File: src/cache_settings.svh
`ifndef CACHE_SETTINGS_SVH
`define CACHE_SETTINGS_SVH

// words held by the line, also the width of a column value
`define LINE_WORDS 16

// width of one data word
`define WORD_BITS 16

// host word address width
`define MEM_ADDR_BITS 16

// DDR byte-lane address width
`define DDR_ADDR_BITS 28

// one host word spans eight DDR address steps
`define DDR_ADDR_SCALE 8

`endif
File: src/cache_pkg.sv
`default_nettype none

`include "cache_settings.svh"

package cache_pkg;

    typedef enum logic [2:0] {
        cmd_none      = 3'd0,
        cmd_row_load  = 3'd1,
        cmd_row_store = 3'd2,
        cmd_col_load  = 3'd3,
        cmd_col_store = 3'd4
    } cache_cmd_e;

    typedef enum logic [1:0] {
        op_idle      = 2'd0,
        op_fill      = 2'd1,
        op_writeback = 2'd2
    } engine_op_t;

    typedef logic [`WORD_BITS-1:0]             word_t;
    typedef logic [`LINE_WORDS-1:0]            column_t;  // one bit from each word of the line
    typedef logic [$clog2(`LINE_WORDS)-1:0]    index_t;
    typedef logic [$clog2(`WORD_BITS)-1:0]     bit_sel_t;
    typedef logic [`MEM_ADDR_BITS-1:0]         mem_addr_t;
    typedef logic [`DDR_ADDR_BITS-1:0]         ddr_addr_t;

    typedef struct packed {
        cache_cmd_e cmd;
        mem_addr_t  addr;
        bit_sel_t   col;
        word_t      row_data;
        column_t    col_data;
    } host_req_t;

    typedef struct packed {
        logic     row_we;
        logic     col_we;
        index_t   index;
        bit_sel_t col;
        word_t    row_data;
        column_t  col_data;
    } mem_req_t;

    typedef struct packed {
        logic      req;
        ddr_addr_t addr;
    } ddr_cmd_t;

endpackage

`default_nettype wire

File: src/data_cache.sv
`default_nettype none

module data_cache
    import cache_pkg::*;
(
    input  wire            clk,
    input  wire            rst,
    input  wire host_req_t host_req,
    input  wire            store_ddr_en,
    output logic           ready,
    output word_t          row_out,
    output column_t        col_out,
    output ddr_cmd_t       ddr_rd,
    input  wire            rd_valid,
    input  wire word_t     rd_data,
    output ddr_cmd_t       ddr_wr,
    input  wire            wr_req,
    output word_t          wr_data,
    output logic           wr_valid
);

    engine_op_t engine_op;
    logic       engine_done;
    mem_addr_t  line_tag;
    logic       serve;
    logic       served;
    index_t     index;
    logic       host_want;
    logic       engine_want;
    logic       host_grant;
    logic       engine_grant;
    mem_req_t   host_mem_req;
    mem_req_t   engine_mem_req;
    mem_req_t   mem_req;
    word_t      row_rd;
    column_t    col_rd;

    cache_ctrl cache_ctrl_inst (
        .clk          (clk),
        .rst          (rst),
        .host_req     (host_req),
        .store_ddr_en (store_ddr_en),
        .engine_done  (engine_done),
        .served       (served),
        .engine_op    (engine_op),
        .line_tag     (line_tag),
        .serve        (serve),
        .index        (index),
        .ready        (ready)
    );

    host_port host_port_inst (
        .clk      (clk),
        .rst      (rst),
        .serve    (serve),
        .index    (index),
        .host_req (host_req),
        .grant    (host_grant),
        .row_rd   (row_rd),
        .col_rd   (col_rd),
        .want     (host_want),
        .mem_req  (host_mem_req),
        .served   (served),
        .row_out  (row_out),
        .col_out  (col_out)
    );

    ddr_engine ddr_engine_inst (
        .clk         (clk),
        .rst         (rst),
        .engine_op   (engine_op),
        .line_tag    (line_tag),
        .rd_valid    (rd_valid),
        .rd_data     (rd_data),
        .wr_req      (wr_req),
        .grant       (engine_grant),
        .row_rd      (row_rd),
        .want        (engine_want),
        .mem_req     (engine_mem_req),
        .ddr_rd      (ddr_rd),
        .ddr_wr      (ddr_wr),
        .wr_data     (wr_data),
        .wr_valid    (wr_valid),
        .engine_done (engine_done)
    );

    line_arbiter line_arbiter_inst (
        .clk          (clk),
        .rst          (rst),
        .host_want    (host_want),
        .host_req     (host_mem_req),
        .engine_want  (engine_want),
        .engine_req   (engine_mem_req),
        .mem_req      (mem_req),
        .host_grant   (host_grant),
        .engine_grant (engine_grant)
    );

    line_store line_store_inst (
        .clk    (clk),
        .rst    (rst),
        .req    (mem_req),
        .row_rd (row_rd),
        .col_rd (col_rd)
    );

endmodule

`default_nettype wire

File: src/cache_ctrl.sv
`default_nettype none

`include "cache_settings.svh"

module cache_ctrl
    import cache_pkg::*;
(
    input  wire            clk,
    input  wire            rst,
    input  wire host_req_t host_req,
    input  wire            store_ddr_en,
    input  wire            engine_done,
    input  wire            served,
    output engine_op_t     engine_op,
    output mem_addr_t      line_tag,
    output logic           serve,
    output index_t         index,
    output logic           ready
);

    typedef enum logic [1:0] {
        st_idle,
        st_fill,
        st_access,
        st_writeback
    } ctrl_state_e;

    ctrl_state_e state;
    logic        tag_valid;
    logic        wb_pending;  // current store ends with a write-back
    mem_addr_t   offset;
    logic        hit;
    logic        is_load;
    logic        is_store;

    assign offset = host_req.addr - line_tag;
    assign hit = tag_valid && (offset < `LINE_WORDS);
    assign is_load = (host_req.cmd == cmd_row_load) || (host_req.cmd == cmd_col_load);
    assign is_store = (host_req.cmd == cmd_row_store) || (host_req.cmd == cmd_col_store);

    assign ready = ((state == st_access) && served && !wb_pending) ||
                   ((state == st_writeback) && engine_done);

    always_ff @(posedge clk or negedge rst)
    begin
        if (!rst)
        begin
            state <= st_idle;
            line_tag <= '0;
            tag_valid <= 1'b0;
            wb_pending <= 1'b0;
            serve <= 1'b0;
            engine_op <= op_idle;
            index <= '0;
        end
        else
        begin
            serve <= 1'b0;
            engine_op <= op_idle;
            case (state)
                st_idle:
                begin
                    if (is_load || is_store)
                    begin
                        wb_pending <= is_store && store_ddr_en;
                        if (is_load && !hit)
                        begin
                            line_tag <= host_req.addr;
                            tag_valid <= 1'b1;
                            index <= '0;
                            engine_op <= op_fill;
                            state <= st_fill;
                        end
                        else if (is_load || ((host_req.cmd == cmd_row_store) && hit))
                        begin
                            index <= index_t'(offset);
                            serve <= 1'b1;
                            state <= st_access;
                        end
                        else
                        begin
                            // store miss or column store retags the line, no fill
                            line_tag <= host_req.addr;
                            tag_valid <= 1'b1;
                            index <= '0;
                            serve <= 1'b1;
                            state <= st_access;
                        end
                    end
                end
                st_fill:
                begin
                    if (engine_done)
                    begin
                        serve <= 1'b1;
                        state <= st_access;
                    end
                end
                st_access:
                begin
                    if (served)
                    begin
                        if (wb_pending)
                        begin
                            engine_op <= op_writeback;
                            state <= st_writeback;
                        end
                        else
                        begin
                            state <= st_idle;
                        end
                    end
                end
                default:
                begin
                    if (engine_done)
                    begin
                        state <= st_idle;
                    end
                end
            endcase
        end
    end

endmodule

`default_nettype wire

File: src/ddr_engine.sv
`default_nettype none

`include "cache_settings.svh"

module ddr_engine
    import cache_pkg::*;
(
    input  wire             clk,
    input  wire             rst,
    input  wire engine_op_t engine_op,
    input  wire mem_addr_t  line_tag,
    input  wire             rd_valid,
    input  wire word_t      rd_data,
    input  wire             wr_req,
    input  wire             grant,
    input  wire word_t      row_rd,
    output logic            want,
    output mem_req_t        mem_req,
    output ddr_cmd_t        ddr_rd,
    output ddr_cmd_t        ddr_wr,
    output word_t           wr_data,
    output logic            wr_valid,
    output logic            engine_done
);

    localparam index_t last_index = index_t'(`LINE_WORDS - 1);

    engine_op_t state;
    index_t     count;
    logic       wb_last;  // sixteenth word is on its way out
    ddr_addr_t  line_addr;

    assign line_addr = ddr_addr_t'(line_tag) * ddr_addr_t'(`DDR_ADDR_SCALE);

    assign ddr_rd.req = (state == op_fill);
    assign ddr_rd.addr = line_addr;
    assign ddr_wr.req = (state == op_writeback);
    assign ddr_wr.addr = line_addr;

    assign want = ((state == op_fill) && rd_valid) ||
                  ((state == op_writeback) && wr_req && !wb_last);

    always_comb
    begin
        mem_req = '0;
        mem_req.index = count;
        mem_req.row_data = rd_data;
        mem_req.row_we = (state == op_fill);  // write-back only reads
    end

    // word read on the wr_req cycle comes back with wr_valid
    assign wr_data = row_rd;

    always_ff @(posedge clk or negedge rst)
    begin
        if (!rst)
        begin
            state <= op_idle;
            count <= '0;
            wb_last <= 1'b0;
            wr_valid <= 1'b0;
            engine_done <= 1'b0;
        end
        else
        begin
            wr_valid <= (state == op_writeback) && want && grant;
            engine_done <= 1'b0;
            case (state)
                op_idle:
                begin
                    if (engine_op != op_idle)
                    begin
                        state <= engine_op;
                        count <= '0;
                    end
                end
                op_fill:
                begin
                    if (want && grant)
                    begin
                        count <= count + 1'b1;
                        if (count == last_index)
                        begin
                            state <= op_idle;
                            engine_done <= 1'b1;
                        end
                    end
                end
                op_writeback:
                begin
                    if (wb_last)
                    begin
                        state <= op_idle;
                        wb_last <= 1'b0;
                        engine_done <= 1'b1;
                    end
                    else if (want && grant)
                    begin
                        count <= count + 1'b1;
                        wb_last <= (count == last_index);
                    end
                end
                default:
                begin
                    state <= op_idle;
                end
            endcase
        end
    end

endmodule

`default_nettype wire

File: src/host_port.sv
`default_nettype none

`include "cache_settings.svh"

module host_port
    import cache_pkg::*;
(
    input  wire            clk,
    input  wire            rst,
    input  wire            serve,
    input  wire index_t    index,
    input  wire host_req_t host_req,
    input  wire            grant,
    input  wire word_t     row_rd,
    input  wire column_t   col_rd,
    output logic           want,
    output mem_req_t       mem_req,
    output logic           served,
    output word_t          row_out,
    output column_t        col_out
);

    mem_req_t built;
    logic     pending;
    word_t    row_hold;
    column_t  col_hold;

    always_comb
    begin
        built = '0;
        built.index = index;
        built.col = host_req.col;
        built.row_data = host_req.row_data;
        built.col_data = host_req.col_data;
        built.row_we = (host_req.cmd == cmd_row_store);
        built.col_we = (host_req.cmd == cmd_col_store);  // loads go out as plain reads
    end

    assign want = serve || pending;
    assign mem_req = built;

    always_ff @(posedge clk or negedge rst)
    begin
        if (!rst)
        begin
            pending <= 1'b0;
            served <= 1'b0;
        end
        else
        begin
            pending <= want && !grant;  // retry after losing to the engine
            served <= want && grant;
        end
    end

    always_ff @(posedge clk)
    begin
        if (served)
        begin
            row_hold <= row_rd;
            col_hold <= col_rd;
        end
    end

    // the line answers one cycle after the grant
    assign row_out = served ? row_rd : row_hold;
    assign col_out = served ? col_rd : col_hold;

endmodule

`default_nettype wire

File: src/line_arbiter.sv
`default_nettype none

`include "cache_settings.svh"

module line_arbiter
    import cache_pkg::*;
(
    input  wire           clk,
    input  wire           rst,
    input  wire           host_want,
    input  wire mem_req_t host_req,
    input  wire           engine_want,
    input  wire mem_req_t engine_req,
    output mem_req_t      mem_req,
    output logic          host_grant,
    output logic          engine_grant
);

    mem_req_t held;  // last granted access, writes stripped

    always_comb
    begin
        engine_grant = engine_want;
        host_grant = host_want && !engine_want;  // DDR strobes cannot wait
        if (engine_grant)
        begin
            mem_req = engine_req;
        end
        else if (host_grant)
        begin
            mem_req = host_req;
        end
        else
        begin
            mem_req = held;  // keeps the read data of the last owner on the bus
        end
    end

    always_ff @(posedge clk or negedge rst)
    begin
        if (!rst)
        begin
            held <= '0;
        end
        else if (engine_want || host_want)
        begin
            held <= mem_req;
            held.row_we <= 1'b0;
            held.col_we <= 1'b0;
        end
    end

endmodule

`default_nettype wire

File: src/line_store.sv
`default_nettype none

`include "cache_settings.svh"

module line_store
    import cache_pkg::*;
(
    input  wire           clk,
    input  wire           rst,
    input  wire mem_req_t req,
    output word_t         row_rd,
    output column_t       col_rd
);

    word_t mem [`LINE_WORDS];

    always_ff @(posedge clk)
    begin
        if (req.row_we)
        begin
            mem[req.index] <= req.row_data;
        end
        else if (req.col_we)
        begin
            for (int i = 0; i < `LINE_WORDS; i++)
            begin
                mem[i][req.col] <= req.col_data[i];  // one bit lands in every word
            end
        end
    end

    // reads see the line as it was before a write in the same cycle
    always_ff @(posedge clk or negedge rst)
    begin
        if (!rst)
        begin
            row_rd <= '0;
            col_rd <= '0;
        end
        else
        begin
            row_rd <= mem[req.index];
            for (int i = 0; i < `LINE_WORDS; i++)
            begin
                col_rd[i] <= mem[i][req.col];
            end
        end
    end

endmodule

`default_nettype wire

File: config.mk
export PLATFORM = sky130hd
export DESIGN_NAME = data_cache
export DESIGN_NICKNAME = d
export VERILOG_FILES = /design/src/cache_pkg.sv /design/src/data_cache.sv /design/src/cache_ctrl.sv /design/src/ddr_engine.sv /design/src/host_port.sv /design/src/line_arbiter.sv /design/src/line_store.sv
export VERILOG_INCLUDE_DIRS = /design/src /design/src/src
export SDC_FILE = /design/constraint.sdc
export NUM_CORES = 1
export LEC_CHECK = 0
export BUFFER_PORTS_ARGS = -buffer_cell sky130_fd_sc_hd__buf_4
export CORE_MARGIN = 2
export CORE_UTILIZATION = 50
export DETAILED_ROUTE_END_ITERATION = 8
export GPL_ROUTABILITY_DRIVEN = 0
export PLACE_DENSITY_LB_ADDON = 0.05
export SLEW_MARGIN = 20
export SYNTH_ARGS = -nofsm -noshare
export SYNTH_HDL_FRONTEND = slang
export SYNTH_HIERARCHICAL = 1
export SYNTH_SLANG_ARGS = --single-unit
File: constraint.sdc
create_clock -name clk -period 4.6 [get_ports clk]
set_input_delay 0.23 -clock clk [delete_from_list [all_inputs] [get_ports clk]]
set_output_delay 0.23 -clock clk [all_outputs]
set_load 0.01 [all_outputs]
==> key figures, run 1 <==
Placed design
  • Area post-placement: 0.0242 sq mm
  • Port bufs: about 160
  • Dpl hpwl: 49,600 um

Floorplanning
  • Die width: roughly 220 um
  • Rows: 79
  • Initial Util: 0.505
  • Die H: ~220 um
  • Core area: ~0.046 sq mm
  • Io pins: 184
  • Die ar.: 0.0486 sq mm

Clock network
  • Worst-case clock buffer depth: 3
  • Inserted Clock Buffers: 46
  • Cts repair resizes: 0
  • Clk sink count: between 300 and 400
  • Clk slew on worst S/H paths: 0.06 ns
  • Skew-Pair Late Insertion Delay: 0.60 ns
  • Post-CTS Setup Inserts: 0
  • CTS root buffer: clkbuf_16
  • CTS tree: yes
  • H-tree depth: 2
  • Hold buffers post-CTS: 69

Synth
  • Yosys cell types: between 90 and 100
  • Post-synthesis async set-or-reset flop share: 0.276
  • Synth area leader: edfxtp_1
  • Sequential share of the synthesized area: 0.473
  • Main synth FF type: edfxtp_1
  • Post-synth EDFFs: ~260
  • Share of the synthesized area in the top cell type: 0.328
  • Cell with the most instances after synthesis: nand2_1
  • Top post-synthesis cells by area: edfxtp_1 (33%), mux4_2 (12%), dfrtp_1 (12%)
  • Cell area after synthesis: 0.0234 sq mm
  • Yosys reg bits: between 300 and 400
  • Synth Instances: just over 2,000
  • Ys Warns: 6
  • Synth cell count leaders: nand2_1 (386), a21o_1 (258), edfxtp_1 (256)
  • Syn_area_per_cell: 11.6 sq um

Drt
  • DR pass1 iterations: 5
  • Avg Vias per Cell: between 6 and 7
  • Via count: about 17,000
  • Detailed Route Iter0 Violations: roughly 1,800
  • Post-route DRC violation count: 0
  • Routed length per instance: between 20 and 30 um
  • ANT nets after route: 0
  • Total Wirelength: between 70,000 and 80,000 um

Timing
  • Setup violators final: 0
  • Min Clock Period, post-route: roughly 3.9 ns
  • Relative slew slack: 0.235
  • Final Cycle Share: 0.853
  • Worst Clk Skew: approximately 0.032 ns
  • RSZ-0062 raised after global routing: no
  • Max Slew Vio Count: 0
  • Tightest Pin Transition: around 1.1 ns
  • Final hold violations: 0
  • Fin Setup TNS: 0 ns
  • Max Fclk: ~250 MHz

Setup path
  • Cell Chain, Critical Path: inv_1 -> ha_1 -> nor2b_1 -> a22o_4 -> and2b_1 -> a22o_1 -> nor3b_1 -> nand2_1 -> nand2_1
  • Crit Path Class: flip-flop to flip-flop
  • Crit path required time: a little under 5 ns
  • CP endpoint kind: flip-flop
  • CP arrival: around 4.2 ns
  • Most used cell, CP: nand2_1
  • CP max stage delay: 0.69 ns
  • FF-to-FF setup slack: around 0.67 ns
  • Kind of start point of the critical path: flip-flop
  • Largest fanout on the critical path: 42
  • CP max-delay cell: nand2_1
  • Critical path's top delay family: simple AND/OR/NAND/NOR gates
  • Sum of buffers and inverters on the critical path: 1

Worst hold path
  • Hold crit path type: input pin to flip-flop

Power
  • Pwr Density: ~740 mW/mm^2
  • Max VDD drop: about 0.56 mV
  • Leakage: 12.7 nW

GRT
  • GRT Total Usage: 0.298
  • Gr ovfl total: 0
  • Largest net degree at the start of global routing: between 70 and 80
  • Vias in the first global route: ~17,000
  • First-pass GRT wire length: between 100,000 and 150,000 um
  • Initial antenna violation count: 0

Job
  • # Max-Cap Violations: 0

Finish
  • Antenna cells: 0
  • Final instance area: between 0.02 and 0.03 sq mm
  • Layout Utilization: 0.573
  • Area delta synth->final: 13.6%
  • Layout cells sized above 1: 0.260
  • # nets final: about 2,200

Status
  • Run status: completed
-- power breakdown --
part | switching [mW] | internal (mW) | total (mW) | leakage, nW
sequential | 0.305 | 4.97 | 5.28 | 3.92
clock | 1.55 | 2.53 | 4.08 | 0.842
combinational | 5.89 | 4.42 | 10.3 | 7.96
-- through the flow --
step | std cells | total power [mW] | hold slack, ns | setup WS (ns)
after floorplan | 2058 | 12.3 | -0.0656 | 1.42
after global placement | 2574 | 15.1 | 0.233 | 0.808
after detailed placement | 2574 | 15.3 | 0.233 | 0.736
after CTS | 2729 | 19.6 | 0.000290 | 0.728
after global routing | 2729 | 20.6 | 0.0236 | 0.484
final | 2729 | 19.7 | 0.0215 | 0.674
-- layout make-up --
cell class | instances | area [sq um]
Fill cell | 3869 | 19800
Sequential cell | 398 | 11100
Multi-Input combinational cell | 1304 | 10400
Timing Repair Buffer | 312 | 2530
Clock buffer | 66 | 1400
Tap cell | 607 | 759
Clock inverter | 20 | 303
Inverter | 22 | 82.6
-- kinds of logic after synthesis --
group / after synthesis / synth area share
adder cells (fa/ha/maj): 20 / 0.0110
XOR/XNOR: 10 / 0.00374
flip-flops: 398 / 0.473
buffers and inverters: 356 / 0.0912
AO/OA/AOI/OAI: 491 / 0.150
AND/OR/NAND/NOR: 519 / 0.101
other: 1 / 0.000160
multiplexers: 219 / 0.169
-- tightest hold or removal path: cells and delay by family --
family                 cells  cell delay, ns
multiplexers               1            0.11
AO/OA/AOI/OAI              1            0.13
buffers and inverters      1            0.08
-- per-layer routing --
| layer | vias to the layer above | GRT usage | part of all wire |
|---|---|---|---|
| li1 | 7292 | - | - |
| met1 | 8363 | 0.406 | 0.40 |
| met2 | 851 | 0.472 | 0.47 |
| met3 | 147 | 0.0576 | 0.093 |
| met4 | 0 | 0.118 | 0.042 |
| met5 | - | 0 | 0 |
-- state kept, by name, summed over array words and instances, names as in the netlist, 2 cells and up --
signal                     flops
cache_ctrl_inst/engine_op      2
cache_ctrl_inst/state          2
ddr_engine_inst/state          2
line_store_inst/mem          256
line_arbiter_inst/held        40
cache_ctrl_inst/line_tag      16
ddr_engine_inst/count          4
host_port_inst/col_hold       16
host_port_inst/row_hold       16
line_store_inst/col_rd        16
cache_ctrl_inst/index          4
line_store_inst/row_rd        16
-- layout by cell type, fill, tap and decap left out, types with 7 or more instances in the layout --
cell	n
nand2_1	386
a21o_1	258
edfxtp_1	256
buf_4	242
mux4_2	128
dfrtp_1	109
o21ai_1	77
dlygate4sd3_1	69
a22oi_1	64
clkbuf_16	51
conb_1	45
mux2i_1	43
nor2_1	33
dfxtp_1	32
mux2_4	30
inv_1	22
ha_1	19
mux2_2	18
nor2b_1	15
a21oi_1	14
nand3_1	13
a21boi_1	13
o21ai_0	12
nand2b_1	10
clkbuf_1	8
o21ai_2	7
clkinv_2	7
clkbuf_8	7
bufinv_16	7
-- path summary, 6_finish.rpt --
| kind | endpoint | start | cells after the start |
|---|---|---|---|
| max in group asynchronous | line_store_inst/row_rd[4] | rst | 3 |
| min in group asynchronous | cache_ctrl_inst/line_tag[5] | rst | 2 |
| hold reg to reg | cache_ctrl_inst/tag_valid | cache_ctrl_inst/tag_valid | 1 |
| setup reg to reg | line_store_inst/mem[2][13] | ddr_engine_inst/state[0] | 9 |
| hold / removal | line_arbiter_inst/held[33] | host_req[33] | 3 |
| setup / recovery | line_store_inst/mem[2][13] | ddr_engine_inst/state[0] | 9 |
No activity file was read; power rests on OpenSTA's default activity.
==> inputs of run 2 (changes only) <==
--- a/config.mk
+++ b/config.mk
@@ -9,6 +9,7 @@
 export BUFFER_PORTS_ARGS = -buffer_cell sky130_fd_sc_hd__buf_4
 export CORE_MARGIN = 2
 export CORE_UTILIZATION = 50
+export CTS_CLUSTER_SIZE = 16
 export DETAILED_ROUTE_END_ITERATION = 8
 export GPL_ROUTABILITY_DRIVEN = 0
 export PLACE_DENSITY_LB_ADDON = 0.05
==> constraint.sdc (replaced) <==
create_clock -name clk -period 4.2 [get_ports clk]
set_input_delay 0.21 -clock clk [delete_from_list [all_inputs] [get_ports clk]]
set_output_delay 0.21 -clock clk [all_outputs]
set_load 0.01 [all_outputs]
==> run 2 against run 1 <==
Effect of this change: highest routed layer unchanged; die area unchanged; largest power group unchanged; routed wire length increased by 5.9%; global-route usage increased by 1.5 points; utilization about the same; flip-flop and latch count unchanged; setup slack got worse by 0.077 ns.
==> key figures, run 2 (synthesized netlist as in run 1, its figures left out) <==
Status
  • Run status: completed

Timing
  • Final Cycle Share: 0.858 (+0.00443)
  • Max Fclk: 278 MHz (+9.0%)
  • Final hold violations: 0 (unchanged)
  • Tightest Pin Transition: 1.07 ns (-0.0814 ns)
  • Hold Slack: 0.0237 ns (+0.00225 ns)
  • RSZ-0062 raised after global routing: no
  • Min Clock Period, post-route: 3.60 ns (-0.323 ns)
  • Setup violators final: 0 (unchanged)
  • Max Slew Vio Count: 0 (unchanged)
  • Relative slew slack: 0.286 (+0.0516)
  • Worst Clk Skew: 0.0205 ns (-0.0115 ns)
  • Fin Setup TNS: 0 ns (unchanged)

GRT
  • Gr ovfl total: 0 (unchanged)
  • Largest net degree at the start of global routing: 65 (-11%)
  • Vias in the first global route: 16,646 (-0.76%)
  • GRT Total Usage: 0.313 (+0.0151)
  • First-pass GRT wire length: 110,000 um (+3.7%)
  • Initial antenna violation count: 0 (unchanged)

Drt
  • Avg Vias per Cell: 6.21 (+1.8%)
  • ANT nets after route: 0 (unchanged)
  • Via count: 17,077 (+2.5%)
  • Total Wirelength: 74,700 um (+5.9%)
  • Routed length per instance: 27.2 um (+5.1%)
  • Post-route DRC violation count: 0 (unchanged)
  • Detailed Route Iter0 Violations: 2,219 (+26%)
  • DR pass1 iterations: 8 (+3)

Setup path
  • CP max stage delay: 0.56 ns (-0.13 ns)
  • Most used cell, CP: nand2_1
  • Sum of buffers and inverters on the critical path: 3 (+2)
  • CP endpoint kind: flip-flop
  • Cell Chain, Critical Path: inv_1 -> ha_1 -> nor2b_1 -> a22o_4 -> buf_4 -> nand2_1 -> o21ai_4 -> buf_12 -> mux4_2 -> a22oi_1 -> nand2_1
  • Crit path required time: 4.68 ns (-0.20 ns)
  • CP arrival: 4.08 ns (-0.12 ns)
  • Kind of start point of the critical path: flip-flop
  • Crit Path Class: flip-flop to flip-flop
  • Critical path's top delay family: compound AO/OA/AOI/OAI gates
  • Largest fanout on the critical path: 36 (-14%)
  • CP max-delay cell: mux4_2

Placed design
  • Dpl hpwl: 51,300 um (+3.3%)
  • Port bufs: 159 (unchanged)
  • Area post-placement: 0.0244 sq mm (+0.71%)
  • Post-Place Cells: 2,592 (+0.70%)

Clock network
  • Clk slew on worst S/H paths: 0.06 ns (about the same)
  • CTS root buffer: clkbuf_16
  • CTS tree: yes
  • Cts repair resizes: 0 (unchanged)
  • Clk sink count: 398 (unchanged)
  • Inserted Clock Buffers: 45 (-2.2%)
  • Worst-case clock buffer depth: 3 (unchanged)
  • H-tree depth: 2 (unchanged)
  • Skew-Pair Late Insertion Delay: 0.60 ns (about the same)

Finish
  • Most common cell after layout, fill and taps aside: nand2_1
  • Biggest regs: line_store_inst/mem (256), line_arbiter_inst/held (40)
  • Area delta synth->final: 13.5% (about the same)
  • Biggest register: line_store_inst/mem
  • Final Non-Filler Cells: 2,749 (+0.73%)
  • # nets final: 2,199 (+0.87%)
  • Layout cells sized above 1: 0.262 (+0.00155)
  • Final instance area: 0.0266 sq mm (about the same)
  • Max reg flops: 256 (unchanged)
  • Most frequent cells in the layout: nand2_1 (386), a21o_1 (258), buf_4 (257)

Floorplanning
  • Core area: 0.0464 sq mm (unchanged)
  • Die ar.: 0.0486 sq mm (unchanged)
  • Die width: 220 um (unchanged)
  • Initial Util: 0.505 (unchanged)
  • Die H: 220 um (unchanged)
  • Rows: 79 (unchanged)
  • Io pins: 184 (unchanged)

Power
  • Max VDD drop: 0.653 mV (+17%)
  • Pwr Density: 804 mW/mm^2 (+8.7%)
  • Leakage: 12.7 nW (about the same)

Worst hold path
  • Hold crit path type: input pin to flip-flop

Job
  • # Max-Cap Violations: 0 (unchanged)
run 2: final cells by class:
class                           instances  area (sq um)
Fill cell                            3826         19800
Sequential cell                       398         11100
Multi-Input combinational cell       1304         10400
Timing Repair Buffer                  332          2720
Clock buffer                           61          1270
Tap cell                              607           759
Clock inverter                         23           235
Inverter                               22          82.6
Antenna cell                            2          5.00
run 2: what timing repair did:
| action | in CTS | in global routing |
|---|---|---|
| setup endpoints to repair | 0 | 0 |
| hold buffers | 71 | 0 |
| endpoints found under the hold margin | 112 | 0 |
| buffers inserted | 0 | 0 |
run 2: where the power goes:
part	switching, mW	internal [mW]	total [mW]
Sequential	0.401	5.45	5.85
Clock	1.68	2.37	4.04
Combinational	6.60	4.88	11.5
run 2: metrics by stage:
step	power, mW	setup WS [ns]	utilization
after floorplan	13.5	1.02	-
after global placement	16.8	0.694	0.525
after detailed placement	17.0	0.632	0.525
after CTS	21.3	0.634	0.573
after global routing	22.3	0.321	0.573
final	21.4	0.597	0.573
run 2: final timing paths:
check	from	end	slack, ns	depth (start not counted)
max	ddr_engine_inst/state[0]	line_store_inst/row_rd[13]	0.60	11
min	store_ddr_en	cache_ctrl_inst/wb_pending	0.02	4
max reg2reg	ddr_engine_inst/state[0]	line_store_inst/row_rd[13]	0.60	11
min reg2reg	host_port_inst/col_hold[6]	host_port_inst/col_hold[6]	0.47	1
max in group asynchronous	rst	line_store_inst/col_rd[11]	3.07	3
min in group asynchronous	rst	cache_ctrl_inst/line_tag[6]	0.27	2
run 2: per-layer routing:
layer / vias to the layer above / wire, um / GRT usage
met4: 0 / 2880 / 0.115
met5: - / 0 / 0
met3: 162 / 7730 / 0.0796
li1: 7335 / - / -
met1: 8696 / 29400 / 0.422
met2: 884 / 34700 / 0.490
run 2: worst min-delay path, stage by stage:
cell     delay [ns]
buf_4          0.09
nand3_1        0.06
o21ai_0        0.07
a221o_1        0.14
